File: config.mk
export PLATFORM = sky130hd
export DESIGN_NAME = bcast_target
export DESIGN_NICKNAME = d
export VERILOG_FILES = /design/src/design/bcast_pkg.sv /design/src/design/bcast_target.sv
export SDC_FILE = /design/constraint.sdc
export NUM_CORES = 1
export LEC_CHECK = 0
export BUFFER_PORTS_ARGS = -buffer_cell sky130_fd_sc_hd__buf_2
export CAP_MARGIN = 15
export CORE_MARGIN = 5
export CORE_UTILIZATION = 55
export DETAILED_ROUTE_END_ITERATION = 8
export HOLD_SLACK_MARGIN = 0.12
export PLACE_DENSITY = 0.72
export SETUP_SLACK_MARGIN = 0.1
export SYNTH_ARGS = -nofsm -noshare
export SYNTH_HDL_FRONTEND = slang
export SYNTH_SLANG_ARGS = --single-unit
File: constraint.sdc
create_clock -name clk -period 4.91 [get_ports clk]
set_input_delay 0.982 -clock clk [delete_from_list [all_inputs] [get_ports clk]]
set_output_delay 0.982 -clock clk [all_outputs]
set_load 0.005 [all_outputs]
File: src/design/bcast_pkg.sv
/*
 * bcast_pkg
 * Sizes, command and response encodings, and the packed command and
 * response records shared by every block of the broadcast bus fabric.
 */
package bcast_pkg;

  localparam int num_targets  = 4;
  localparam int addr_width   = 16;
  localparam int data_width   = 32;
  localparam int id_width     = 4;
  localparam int target_words = 12;  // words 12 to 15 are unimplemented.

  localparam bit enable_bcast_non_posted = 1'b1;

  // target select sits in the top address bits, the word index in the bottom ones.
  localparam int target_sel_width = $clog2(num_targets);
  localparam int word_sel_width   = 4;

  typedef enum logic [2:0] {
    cmd_read     = 3'd0,
    cmd_write    = 3'd1,  // posted, no response.
    cmd_write_np = 3'd2,
    cmd_bcast    = 3'd3,  // posted write to all targets.
    cmd_bcast_np = 3'd4
  } bus_cmd_e;

  typedef enum logic {
    resp_read  = 1'b0,
    resp_write = 1'b1
  } bus_resp_e;

  typedef struct packed {
    bus_cmd_e                cmd;
    logic [id_width-1:0]     id;
    logic [addr_width-1:0]   addr;
    logic [data_width-1:0]   data;
    logic [data_width/8-1:0] byteen;
  } bus_cmd_t;

  typedef struct packed {
    bus_resp_e             resp;
    logic [id_width-1:0]   id;
    logic                  error;
    logic [data_width-1:0] data;
    logic                  bcast;  // set for the answer to a non-posted broadcast.
  } bus_resp_t;

endpackage

File: src/design/bcast_target.sv
/*
 * bcast_target
 * One register bank behind the fabric. Executes reads and writes with
 * byte enables, ignores the target bits of the address, flags accesses
 * past the implemented words, and returns one registered response for
 * each read or non-posted write.
 */
`timescale 1ns/1ps

module bcast_target (
  input  logic                 clk,
  input  logic                 rst,
  input  logic                 cmd_valid,
  input  bcast_pkg::bus_cmd_t  cmd,
  output logic                 cmd_accept,
  output logic                 resp_valid,
  output bcast_pkg::bus_resp_t resp,
  input  logic                 resp_accept
);
  import bcast_pkg::*;

  logic [data_width-1:0]     regs [target_words];
  logic [word_sel_width-1:0] word;
  logic                      in_range;
  logic                      is_write;
  logic                      needs_resp;
  logic                      take;
  bus_resp_t                 next_resp;

  assign cmd_accept = !resp_valid || resp_accept;  // room once the old response leaves.
  assign take       = cmd_valid && cmd_accept;

  always_comb begin
    word       = cmd.addr[word_sel_width-1:0];
    in_range   = (int'(word) < target_words);
    is_write   = cmd.cmd inside {cmd_write, cmd_write_np, cmd_bcast, cmd_bcast_np};
    needs_resp = cmd.cmd inside {cmd_read, cmd_write_np, cmd_bcast_np};

    next_resp       = '0;
    next_resp.resp  = (cmd.cmd == cmd_read) ? resp_read : resp_write;
    next_resp.id    = cmd.id;
    next_resp.error = !in_range;
    next_resp.bcast = (cmd.cmd == cmd_bcast_np);
    if ((cmd.cmd == cmd_read) && in_range) begin
      next_resp.data = regs[word];  // out of range reads return zero.
    end
  end

  always_ff @(posedge clk) begin
    if (take && is_write && in_range) begin
      for (int b = 0; b < data_width / 8; b++) begin
        if (cmd.byteen[b]) begin
          regs[word][8*b +: 8] <= cmd.data[8*b +: 8];
        end
      end
    end
  end

  always_ff @(posedge clk) begin
    if (rst) begin
      resp_valid <= 1'b0;
    end else if (take && needs_resp) begin
      resp_valid <= 1'b1;
    end else if (resp_accept) begin
      resp_valid <= 1'b0;
    end
  end

  always_ff @(posedge clk) begin
    if (take && needs_resp) begin
      resp <= next_resp;
    end
  end

endmodule

==> results.md <==
- Final Hold Vio Count: 0
- Register area: 12,700 um2
- Antenna violations before repair: 4
- Max VDD drop: 0.266 mV
- Total wire length: 34,000 um
- HP Class: input pin to flop
- Area of the multi-input gates: 3680 um2
- Die footprint: 33,900 um2
- MaxCap Viol Count: 0
- Launch point of the worst reg-to-reg path: resp_valid$_SDFFE_PP0P_
- Critical path launch point type: input pin
- Worst Setup End Kind: flop
- Most frequent cells in the layout: edfxtp_1 (423), mux2i_1 (128), buf_2 (90), o22a_1 (64), buf_4 (58)
- Delay of the slowest cell on the worst path: 1.14 ns
- Setup repair bufs after CTS: 0
- Top delay family on crit path: simple AND/OR/NAND/NOR gates
- Clock Tree Buf Depth: 3
- Setup slack, reg-to-reg: 2.29 ns
- Hold Path End: resp_valid$_SDFFE_PP0P_
- Area leader, netlist: edfxtp_1
- Vias in the first global route: 8,871
- RSZ-0062 raised after global routing: no
- HPWL after detailed placement: 20,800 um
- First-pass GRT wire length: 51,900 um
- Final setup fails: 0
- Resized cells post-CTS: 0
- WP data arrival: 3.18 ns
- GRT overflow: 0
- Core area: 29,800 um2
- Iter 0 DRT Violations: 752
- Number of fill cells: 2,065
- R2r endpoint: regs[11][26]$_DFFE_PP_
- Layout cells sized above 1: 27.9%
- Final period util: 62.1%
- Num ports: 104
- Cts hold-fix bufs: 0
- Max Slew Vio Count: 0
- Crit path max-delay cell type: nor4_2
- Syn. warnings: 0
- Worst path cell trace: buf_2 > o21ai_0 > nand4_4 > nor4_2
- Hold Crit Start: rst
- PwrDens: 376 nW/um2
- Top cell type's share of synthesized area: 76.2%
- CP required: 5.05 ns
- Final nets: 1,047
- Leakage power: 6.25 nW
- WS Path Type: input pin to flop
- Vias: 8,540
- Post-route antenna net violation count: 0
- Mapped Cells: 853
- RePlAce Congestion: 0.749
- Synthesized area: 16,700 um2
- Outcome: finished clean
- Chip Width: 184 um
- TritonRoute pass-1 iters: 5
- Worst-path clk slew: 0.06 ns
- Root buffer cell: clkbuf_16
- Latest clock arrival within the worst-skew pair: 0.53 ns
- CTS tree: done
- Routed vias/inst: 6.10
- H-tree Lvls: 2
- Fmax: 0.328 GHz
- Worst R2R Path Depth: 3
- Fin crit period: 3.05 ns
- Detail-routed net length per standard cell: 24.3 um
- Avg Cell Area, Syn: 19.5 um2
- Cts bufs inserted: 41
- Rows: 63
- Register bit count reported by yosys: 424
- Initial core utilization: 55.9%
- Cell total after placement: 1,329
- P&R area growth vs syn: 13.6%
- Crit path max fanout: 34
- Largest net degree at the start of global routing: 57
- Share of the yosys chip area belonging to registers: 76.3%
- Synthesized net count: 916
- Final std cells w/o fill: 1,400
- Slew @ Worst Pin: 1.12 ns
- I/O Buffers: 91
- Commonest non-fill, non-tap cell in the layout: edfxtp_1
- Hold path depth: 2
- Synth cell types: 29
- Skew final: 0.0119 ns
- Die height: 184 um
- GRT Util Overall: 20.1%
- Slew headroom: 25.0%
- Sink Count: 424
- DRC Markers: 0
- Bufs and invs on worst path: 1
- Final setup TNS: 0 ns
- Largest cells by area after synthesis: edfxtp_1 (76%), mux2i_1 (7.7%), mux4_2 (4.3%)
## worst max-delay path by stage
stage	start	end	slack, ns	cells past startpoint
2_1_floorplan	cmd_valid	resp[0]$_DFFE_PP_	1.40	3
3_3_place_gp	cmd[57]	regs[3][25]$_DFFE_PP_	1.27	4
3_5_place_dp	cmd[57]	regs[8][11]$_DFFE_PP_	1.24	4
4_1_cts	cmd[57]	regs[8][14]$_DFFE_PP_	1.79	4
5_1_grt	cmd[57]	regs[9][12]$_DFFE_PP_	1.72	4
6_report	cmd[57]	regs[11][26]$_DFFE_PP_	1.86	4
## power breakdown
part	internal (mW)	switching [mW]	leakage [nW]	total (mW)
sequential	4.01	0.00612	3.80	4.02
combinational	0.127	0.233	1.89	0.360
clock	1.52	1.22	0.556	2.74
total	5.65	1.46	6.25	7.12
## through the flow
stage	cell area, um2	setup WS, ns	hold slack (ns)	total power, mW	util [%]
floorplan	16700	1.40	0.556	4.32	-
detailed placement	17800	1.24	0.636	4.46	59.7
global route	18900	1.72	0.616	7.34	63.6
CTS	18900	1.79	0.607	7.17	63.5
global placement	17800	1.27	0.595	4.44	59.6
finish	18900	1.86	0.621	7.12	63.6
## flip-flops by register name (all words and copies together) (netlist names)
name and cells:
resp_valid 1, regs 384, resp 39
## routing by layer
| layer | up-vias | global-route usage [%] | share of wire [%] |
|---|---|---|---|
| li1 | 3798 | - | - |
| met1 | 4431 | 26.7 | 41 |
| met2 | 241 | 33.9 | 50 |
| met3 | 66 | 4.54 | 6.5 |
| met4 | 4 | 6.06 | 2.5 |
| met5 | - | 0 | 0.062 |
## layout make-up
cell class | instances | area share, %
Antenna cell | 2 | 0.0264
Sequential cell | 424 | 67.2
Inverter | 3 | 0.0594
Clock inverter | 18 | 0.416
Timing Repair Buffer | 149 | 4.74
Multi-Input combinational cell | 365 | 19.5
Tap cell | 390 | 2.58
Clock buffer | 49 | 5.57
## cells by family (layout without fill, tap and decap cells)
group,Yosys count,in the layout,synth area share (%)
other,0,2,0
buffers and inverters,64,219,2.42
flip-flops,424,424,76.3
AO/OA/AOI/OAI,132,132,5.80
multiplexers,160,160,12.0
AND/OR/NAND/NOR,73,73,3.45
## worst reg2reg max path: cells and delay by family (launching register included)
kind          cells  cell delay, ns
flops             1            0.31
simple gates      3            1.93
## cell usage after synthesis
cell       number
edfxtp_1      423
mux2i_1       128
o22a_1         64
a31oi_1        32
mux4_2         32
o21ai_1        30
nor4_1         25
nor4_2         23
clkbuf_1       17
buf_2          16
buf_4          14
nand2_1        13
buf_6          12
nand2b_1        3
nor2b_1         3
o21ai_0         3
buf_1           2
inv_1           2
a2111oi_4       1
a211o_1         1
a21oi_1         1
clkinv_1        1
dfxtp_1         1
nand2_2         1
nand4_2         1
nor2_2          1
nor3b_1         1
or2_1           1
or3_1           1
No activity file was read; power rests on OpenSTA's default activity.
