$ cat config.mk
export PLATFORM = sky130hd
export DESIGN_NAME = bcast_fanout
export DESIGN_NICKNAME = d
export VERILOG_FILES = /design/src/design/bcast_pkg.sv /design/src/design/bcast_fanout.sv
export SDC_FILE = /design/constraint.sdc
export NUM_CORES = 1
export LEC_CHECK = 0
export BUFFER_PORTS_ARGS = -buffer_cell sky130_fd_sc_hd__buf_2
export CAP_MARGIN = 20
export CORE_MARGIN = 2
export CORE_UTILIZATION = 41
export CTS_CLUSTER_DIAMETER = 60
export DETAILED_ROUTE_END_ITERATION = 10
export PLACE_DENSITY = 0.87
export SYNTH_ARGS = -nofsm -noshare
export SYNTH_HDL_FRONTEND = slang
export SYNTH_SLANG_ARGS = --single-unit
$ cat constraint.sdc
create_clock -name clk -period 2.3 [get_ports clk]
set_input_delay 0.23 -clock clk [delete_from_list [all_inputs] [get_ports clk]]
set_output_delay 0.23 -clock clk [all_outputs]
set_load 0.005 [all_outputs]
$ cat src/design/bcast_pkg.sv
/*
 * bcast_pkg
 * Sizes, command and response encodings, and the packed command and
 * response records shared by every block of the broadcast bus fabric.
 */
package bcast_pkg;

  localparam int num_targets  = 4;
  localparam int addr_width   = 16;
  localparam int data_width   = 32;
  localparam int id_width     = 4;
  localparam int target_words = 12;  // words 12 to 15 are unimplemented.

  localparam bit enable_bcast_non_posted = 1'b1;

  // target select sits in the top address bits, the word index in the bottom ones.
  localparam int target_sel_width = $clog2(num_targets);
  localparam int word_sel_width   = 4;

  typedef enum logic [2:0] {
    cmd_read     = 3'd0,
    cmd_write    = 3'd1,  // posted, no response.
    cmd_write_np = 3'd2,
    cmd_bcast    = 3'd3,  // posted write to all targets.
    cmd_bcast_np = 3'd4
  } bus_cmd_e;

  typedef enum logic {
    resp_read  = 1'b0,
    resp_write = 1'b1
  } bus_resp_e;

  typedef struct packed {
    bus_cmd_e                cmd;
    logic [id_width-1:0]     id;
    logic [addr_width-1:0]   addr;
    logic [data_width-1:0]   data;
    logic [data_width/8-1:0] byteen;
  } bus_cmd_t;

  typedef struct packed {
    bus_resp_e             resp;
    logic [id_width-1:0]   id;
    logic                  error;
    logic [data_width-1:0] data;
    logic                  bcast;  // set for the answer to a non-posted broadcast.
  } bus_resp_t;

endpackage

$ cat src/design/bcast_fanout.sv
/*
 * bcast_fanout
 * Registers one command and offers it to a single target chosen by the
 * top address bits, or to every target for a broadcast. A pending mask
 * tracks which targets still have to take the command; each bit clears
 * on its own target's accept, so targets may take a broadcast at
 * different times.
 */
`timescale 1ns/1ps

module bcast_fanout (
  input  logic                clk,
  input  logic                rst,
  input  logic                in_valid,
  input  bcast_pkg::bus_cmd_t in_cmd,
  output logic                in_accept,
  output logic                tgt_valid [bcast_pkg::num_targets],
  output bcast_pkg::bus_cmd_t tgt_cmd,
  input  logic                tgt_accept [bcast_pkg::num_targets]
);
  import bcast_pkg::*;

  logic [num_targets-1:0]      pending;
  logic [num_targets-1:0]      load_mask;
  logic [num_targets-1:0]      taken;
  logic [target_sel_width-1:0] sel;
  logic                        is_bcast;
  logic                        load;
  bus_cmd_t                    cmd_q;

  assign in_accept = (pending == '0);  // one command in flight at a time.
  assign load      = in_valid && in_accept;

  // decode the destination of the incoming command.
  always_comb begin
    sel       = in_cmd.addr[addr_width-1 -: target_sel_width];
    is_bcast  = (in_cmd.cmd == cmd_bcast) || (in_cmd.cmd == cmd_bcast_np);
    load_mask = '0;
    if (is_bcast) begin
      load_mask = '1;
    end else begin
      load_mask[sel] = 1'b1;
    end
  end

  always_comb begin
    for (int i = 0; i < num_targets; i++) begin
      tgt_valid[i] = pending[i];
      taken[i]     = pending[i] && tgt_accept[i];  // target i has its copy now.
    end
  end

  always_ff @(posedge clk) begin
    if (rst) begin
      pending <= '0;
    end else if (load) begin
      pending <= load_mask;
    end else begin
      pending <= pending & ~taken;
    end
  end

  always_ff @(posedge clk) begin
    if (load) begin
      cmd_q <= in_cmd;
    end
  end

  assign tgt_cmd = cmd_q;  // every target sees the same payload.

endmodule

==> key figures, run 1 <==
Synth
  • Synth Area per Inst: 22.8 sq um
  • Yosys reg bits: 63
  • Post-Syn Instances: 88
  • Post-synthesis sequential area ratio: 0.923
  • Synth unique cells: 13
  • Syn Nets: 154
  • Area leader, netlist: edfxtp_1
  • Top cells by area, synth: edfxtp_1 (88%), dfxtp_1 (4.0%), a22oi_1 (1.1%)
  • Synth Cell Area: 2010 sq um
  • Share of the synthesized area in the top cell type: 0.883
  • Synth warn: 0

Clocking
  • Root Buffer: clkbuf_8
  • CTS buffer count: 9
  • Clock Latency Late Sink: 0.32 ns
  • Clk sinks: 63
  • Clock-pin slew of the registers on the worst-case setup and hold paths: 0.06 ns
  • H-Tree Depth: 3
  • # resized after CTS: 0
  • Maximum root-to-sink buffer count: 2
  • Hold_buf cts: 0
  • TritonCTS clock tree: built
  • # Post-CTS Setup Buffers: 0

Detailed routing
  • Antenna-violating nets left: 0
  • WL final: 4.33 mm
  • Vias: 1311
  • Initial DRC count: 58
  • DRC Markers: 0
  • WL/cell: 14.4 um
  • Vias/cell: 4.37
  • DRT Pass-1 Iters: 4

Timing
  • Final Setup Violations: 0
  • Slack of the critical path: 0.755 ns
  • Slew headroom: 0.798
  • Min Clock Period, post-route: 1.55 ns
  • Fmax: 647 MHz
  • Final cycle utilization of the critical path: 0.672
  • Setup TNS: 0 ns
  • Skew final: 0.00476 ns
  • Unrepaired setup endpoints after global routing: false
  • Final Hold Viols: 0
  • Tightest Pin Transition: 0.302 ns
  • Final Max Slew Viols: 0

Run
  • Max Cap Viol: 0

Power
  • Share of total power in combinational logic: 0.097
  • Static Leak: 0.00128 uW
  • Maximum VDD drop: 383 uV
  • Tot Pwr: 2630 uW
  • Pwr Density: 890 nW/um^2
  • Net Sw Frac: 0.202
  • Clock Power Share: 0.368
  • Sw power: 532 uW
  • Sequential power share: 0.535
  • Power Internal: 2100 uW

Critical path
  • CP bufs+invs: 1
  • Element type at the critical path start: register
  • Worst Setup End Kind: register
  • CP arrival: 1.54 ns
  • CP Cell Sequence: nor4_4 -> and2_2 -> buf_12
  • CP max FO: 59
  • Max incr delay on CP: 0.35 ns
  • Slowest CP cell: dfxtp_1
  • Crit path kind: reg2reg
  • Data required, critical path: 2.30 ns
  • Crit path max-delay family: simple AND/OR/NAND/NOR gates

Outcome
  • Status: finished clean

Finish
  • Final Instance Area: 2960 sq um
  • Share of post-route cells with drive strength above 1: 0.627
  • Area Overhead vs Synth: 47.4%
  • Post-Layout Cell Count: 300
  • Fill count: 347
  • Nets: 295
  • Diode count: 0

Place
  • Placed cell count: 285
  • Gpl congestion: 0.785
  • DPL Wire Length: 3.22 mm
  • Dpl ws: 0.761 ns
  • Port Buffer Count: 129
  • DP Area: 2760 sq um

Floorplanning
  • CORE AREA: 4720 sq um
  • FP Rows: 25
  • Die footprint: 5470 sq um
  • I/O Pins: 130
  • Die Ht: 74.0 um
  • Initial Util: 0.425
  • Die Wd: 74.0 um

Global routing
  • Total gr overflow: 0
  • Initial antenna violation count: 0
  • Largest net degree at the start of global routing: 60
  • First-pass GRT wire length: 5.87 mm
  • Global Route Usage Sum: 0.154
  • Vias in the first global route: 1231

Worst hold path
  • Hold WC Path Type: in2reg
## layout make-up
| type | count | area (sq um) | share of cell area |
|---|---|---|---|
| timing repair buffer | 130 | 666 | 0.225 |
| clock inverter | 5 | 73.8 | 0.0250 |
| tap | 67 | 83.8 | 0.0283 |
| sequential | 63 | 1850 | 0.626 |
| clock buffer | 10 | 128 | 0.0431 |
| multi-input combinational | 25 | 155 | 0.0525 |
## cells by family (layout without fill, tap and decap cells)
kind of cell	Yosys count	count (layout)	synth area share
buffers and inverters	0	145	0
DFF	63	63	0.923
AOI/OAI and AO/OA	9	9	0.0281
and+or+nand+nor	16	16	0.0492
## registers in the layout, summed over array words and instances, names as in the netlist
name	count
pending	4
tgt_cmd	59
## through the flow
| step | utilization | hold slack, ns |
|---|---|---|
| after floorplan | - | 0.329 |
| after global placement | 0.584 | 0.407 |
| after detailed placement | 0.584 | 0.408 |
| after CTS | 0.626 | 0.0591 |
| after global routing | 0.626 | 0.0619 |
| final | 0.626 | 0.0802 |
## cells in the mapped netlist
| library cell | instances |
|---|---|
| and2_2 | 1 |
| a221oi_1 | 1 |
| a22oi_1 | 3 |
| nand3b_2 | 1 |
| nor2_1 | 6 |
| nand2_1 | 4 |
| and3b_1 | 1 |
| edfxtp_1 | 59 |
| o21ai_1 | 1 |
| nor2b_1 | 2 |
| dfxtp_1 | 4 |
| nor4_4 | 1 |
| a21oi_1 | 4 |
## path summary, 6_finish.rpt
path | cells past startpoint | to | slack, ns | startpoint
max reg2reg | 3 | tgt_cmd[11] | 0.75 | pending[0]
min | 1 | tgt_cmd[18] | 0.08 | in_cmd[18]
min reg2reg | 2 | pending[3] | 0.52 | pending[3]
max | 3 | tgt_cmd[11] | 0.75 | pending[0]
## power groups by stage
stage	sequential [uW]	combinational [uW]	clock, uW
detailed placement	1430	260	0
floorplan	1450	60.6	0
CTS	1410	261	994
global route	1420	283	1030
finish	1410	256	970
global placement	1430	253	0
## cells in the final DEF (no fill, tap or decap)
master / instances
a22oi_1: 3
and3b_1: 1
nand3b_2: 1
o21ai_1: 1
clkbuf_1: 1
buf_12: 1
dfxtp_1: 4
and2_2: 1
bufinv_16: 2
nor4_4: 1
buf_2: 129
nor2b_1: 2
clkbuf_8: 9
nand2_1: 4
nor2_1: 6
clkinv_2: 2
a21oi_1: 4
clkinv_1: 1
edfxtp_1: 59
a221oi_1: 1
## routing by layer
| layer | vias up | wire length (um) | track usage |
|---|---|---|---|
| met5 | - | 0 | 0 |
| met4 | 0 | 85 | 0.103 |
| met2 | 81 | 2220 | 0.255 |
| met3 | 6 | 509 | 0.0610 |
| met1 | 595 | 1520 | 0.161 |
| li1 | 629 | - | - |
Note: power is estimated with default switching activity, not from simulation.
==> inputs of run 2 (changes only) <==
- clock period: 2.3 -> 1.5 ns (I/O delays scaled with it)
==> run 2 against run 1 <==
Register-to-register slack got worse by 0.61 ns. Die area is the same. Via count is 23% higher. Wire length is 38% higher. Largest cell class unchanged. Combinational power is 110% higher.
==> key figures, run 2 (synthesis results as in run 1) <==
Timing
  • Final Hold Viols: 0
  • Unrepaired setup endpoints after global routing: false
  • Tightest Pin Transition: 0.309 ns
  • Final cycle utilization of the critical path: 0.906
  • Fmax: 736 MHz
  • Final Max Slew Viols: 0
  • Final Setup Violations: 0
  • Min Clock Period, post-route: 1.36 ns
  • Skew final: 0.00720 ns
  • Slew headroom: 0.794

Critical path
  • Data required, critical path: 1.52 ns
  • Worst Setup End Kind: register
  • Crit path kind: reg2reg
  • Element type at the critical path start: register
  • CP max FO: 35
  • CP arrival: 1.38 ns
  • R2R Path Start: pending[3]
  • Crit path from: pending[3]

Clocking
  • # resized after CTS: 0
  • Clock-pin slew of the registers on the worst-case setup and hold paths: 0.06 ns
  • CTS buffer count: 9
  • Maximum root-to-sink buffer count: 2
  • H-Tree Depth: 3
  • Clock Latency Late Sink: 0.33 ns
  • # Post-CTS Setup Buffers: 0
  • TritonCTS clock tree: built
  • Root Buffer: clkbuf_8
  • Hold_buf cts: 47
  • Clk sinks: 63

Detailed routing
  • DRC Markers: 0
  • WL/cell: 16.8 um
  • Initial DRC count: 149
  • Vias: 1618
  • Vias/cell: 4.56
  • WL final: 5.98 mm
  • DRT Pass-1 Iters: 4
  • Antenna-violating nets left: 0

Power
  • Static Leak: 0.00148 uW
  • Maximum VDD drop: 825 uV
  • Pwr Density: 1130 nW/um^2

Run
  • Max Cap Viol: 0

Finish
  • Final Instance Area: 3460 sq um
  • Max reg flops: 59
  • Diode count: 0
  • Final Util: 0.734
  • Fill count: 290
  • Post-Layout Cell Count: 355
  • Most common cell after layout, fill and taps aside: buf_2
  • Most frequent cells in the layout: buf_2 (129), edfxtp_1 (59), dlygate4sd3_1 (52)
  • Area Overhead vs Synth: 72.6%
  • Share of post-route cells with drive strength above 1: 0.517
  • Nets: 349

Global routing
  • Largest net degree at the start of global routing: 36
  • Vias in the first global route: 1550
  • Initial antenna violation count: 0
  • Total gr overflow: 0
  • First-pass GRT wire length: 7.86 mm
  • Global Route Usage Sum: 0.208

Place
  • Port Buffer Count: 129
  • Gpl congestion: 0.691
  • Placed cell count: 287
  • DPL Wire Length: 3.39 mm
  • DP Area: 2790 sq um

Floorplanning
  • FP Rows: 25
  • CORE AREA: 4720 sq um
  • I/O Pins: 130
  • Die Ht: 74.0 um
  • Initial Util: 0.425
  • Die Wd: 74.0 um
  • Die footprint: 5470 sq um

Worst hold path
  • Hold WC Path Type: in2reg
  • Hold path startpoint: in_cmd[56]

Outcome
  • Status: finished clean
run 2: layer usage:
layer / up-vias / GRT usage / routed length [um]
met3: 16 / 0.0786 / 642
met5: - / 0 / 0
met2: 120 / 0.352 / 2960
met4: 0 / 0.113 / 172
li1: 737 / - / -
met1: 745 / 0.227 / 2200
run 2: worst max-delay path, stage by stage (launching register included):
cell	delay, ns
dfxtp_2	0.34
nor4_4	0.28
and2_4	0.22
buf_12	0.21
run 2: cell type report:
cell class | count | area [sq um] | area share
flip-flops and latches | 63 | 1850 | 0.535
repair buffers | 184 | 1210 | 0.350
multi-input cells | 25 | 156 | 0.0451
clock buffers | 11 | 131 | 0.0379
well taps | 67 | 83.8 | 0.0242
clock inverters | 5 | 25.0 | 0.00722
run 2: final timing paths:
check | cells after the start | to | slack, ns
worst max-delay path | 3 | tgt_cmd[4] | 0.14
worst min-delay path | 1 | tgt_cmd[56] | 0.03
worst max register to register | 3 | tgt_cmd[4] | 0.14
worst min register to register | 2 | pending[3] | 0.49
run 2: power by group:
part           switching (uW)  internal, uW
Clock                     612           583
Sequential               54.6          2120
Combinational             245           300
run 2: stage by stage:
| step | hold slack (ns) | power [uW] | worst slack [ns] | TNS [ns] |
|---|---|---|---|---|
| final | 0.0291 | 3910 | 0.141 | 0 |
| after global routing | 0.00886 | 4060 | 0.0725 | 0 |
| after CTS | 0.000000500 | 3870 | 0.135 | 0 |
| after detailed placement | 0.328 | 2630 | 0.160 | 0 |
| after global placement | 0.327 | 2610 | 0.158 | 0 |
| after floorplan | 0.249 | 2320 | -0.116 | -6.83 |
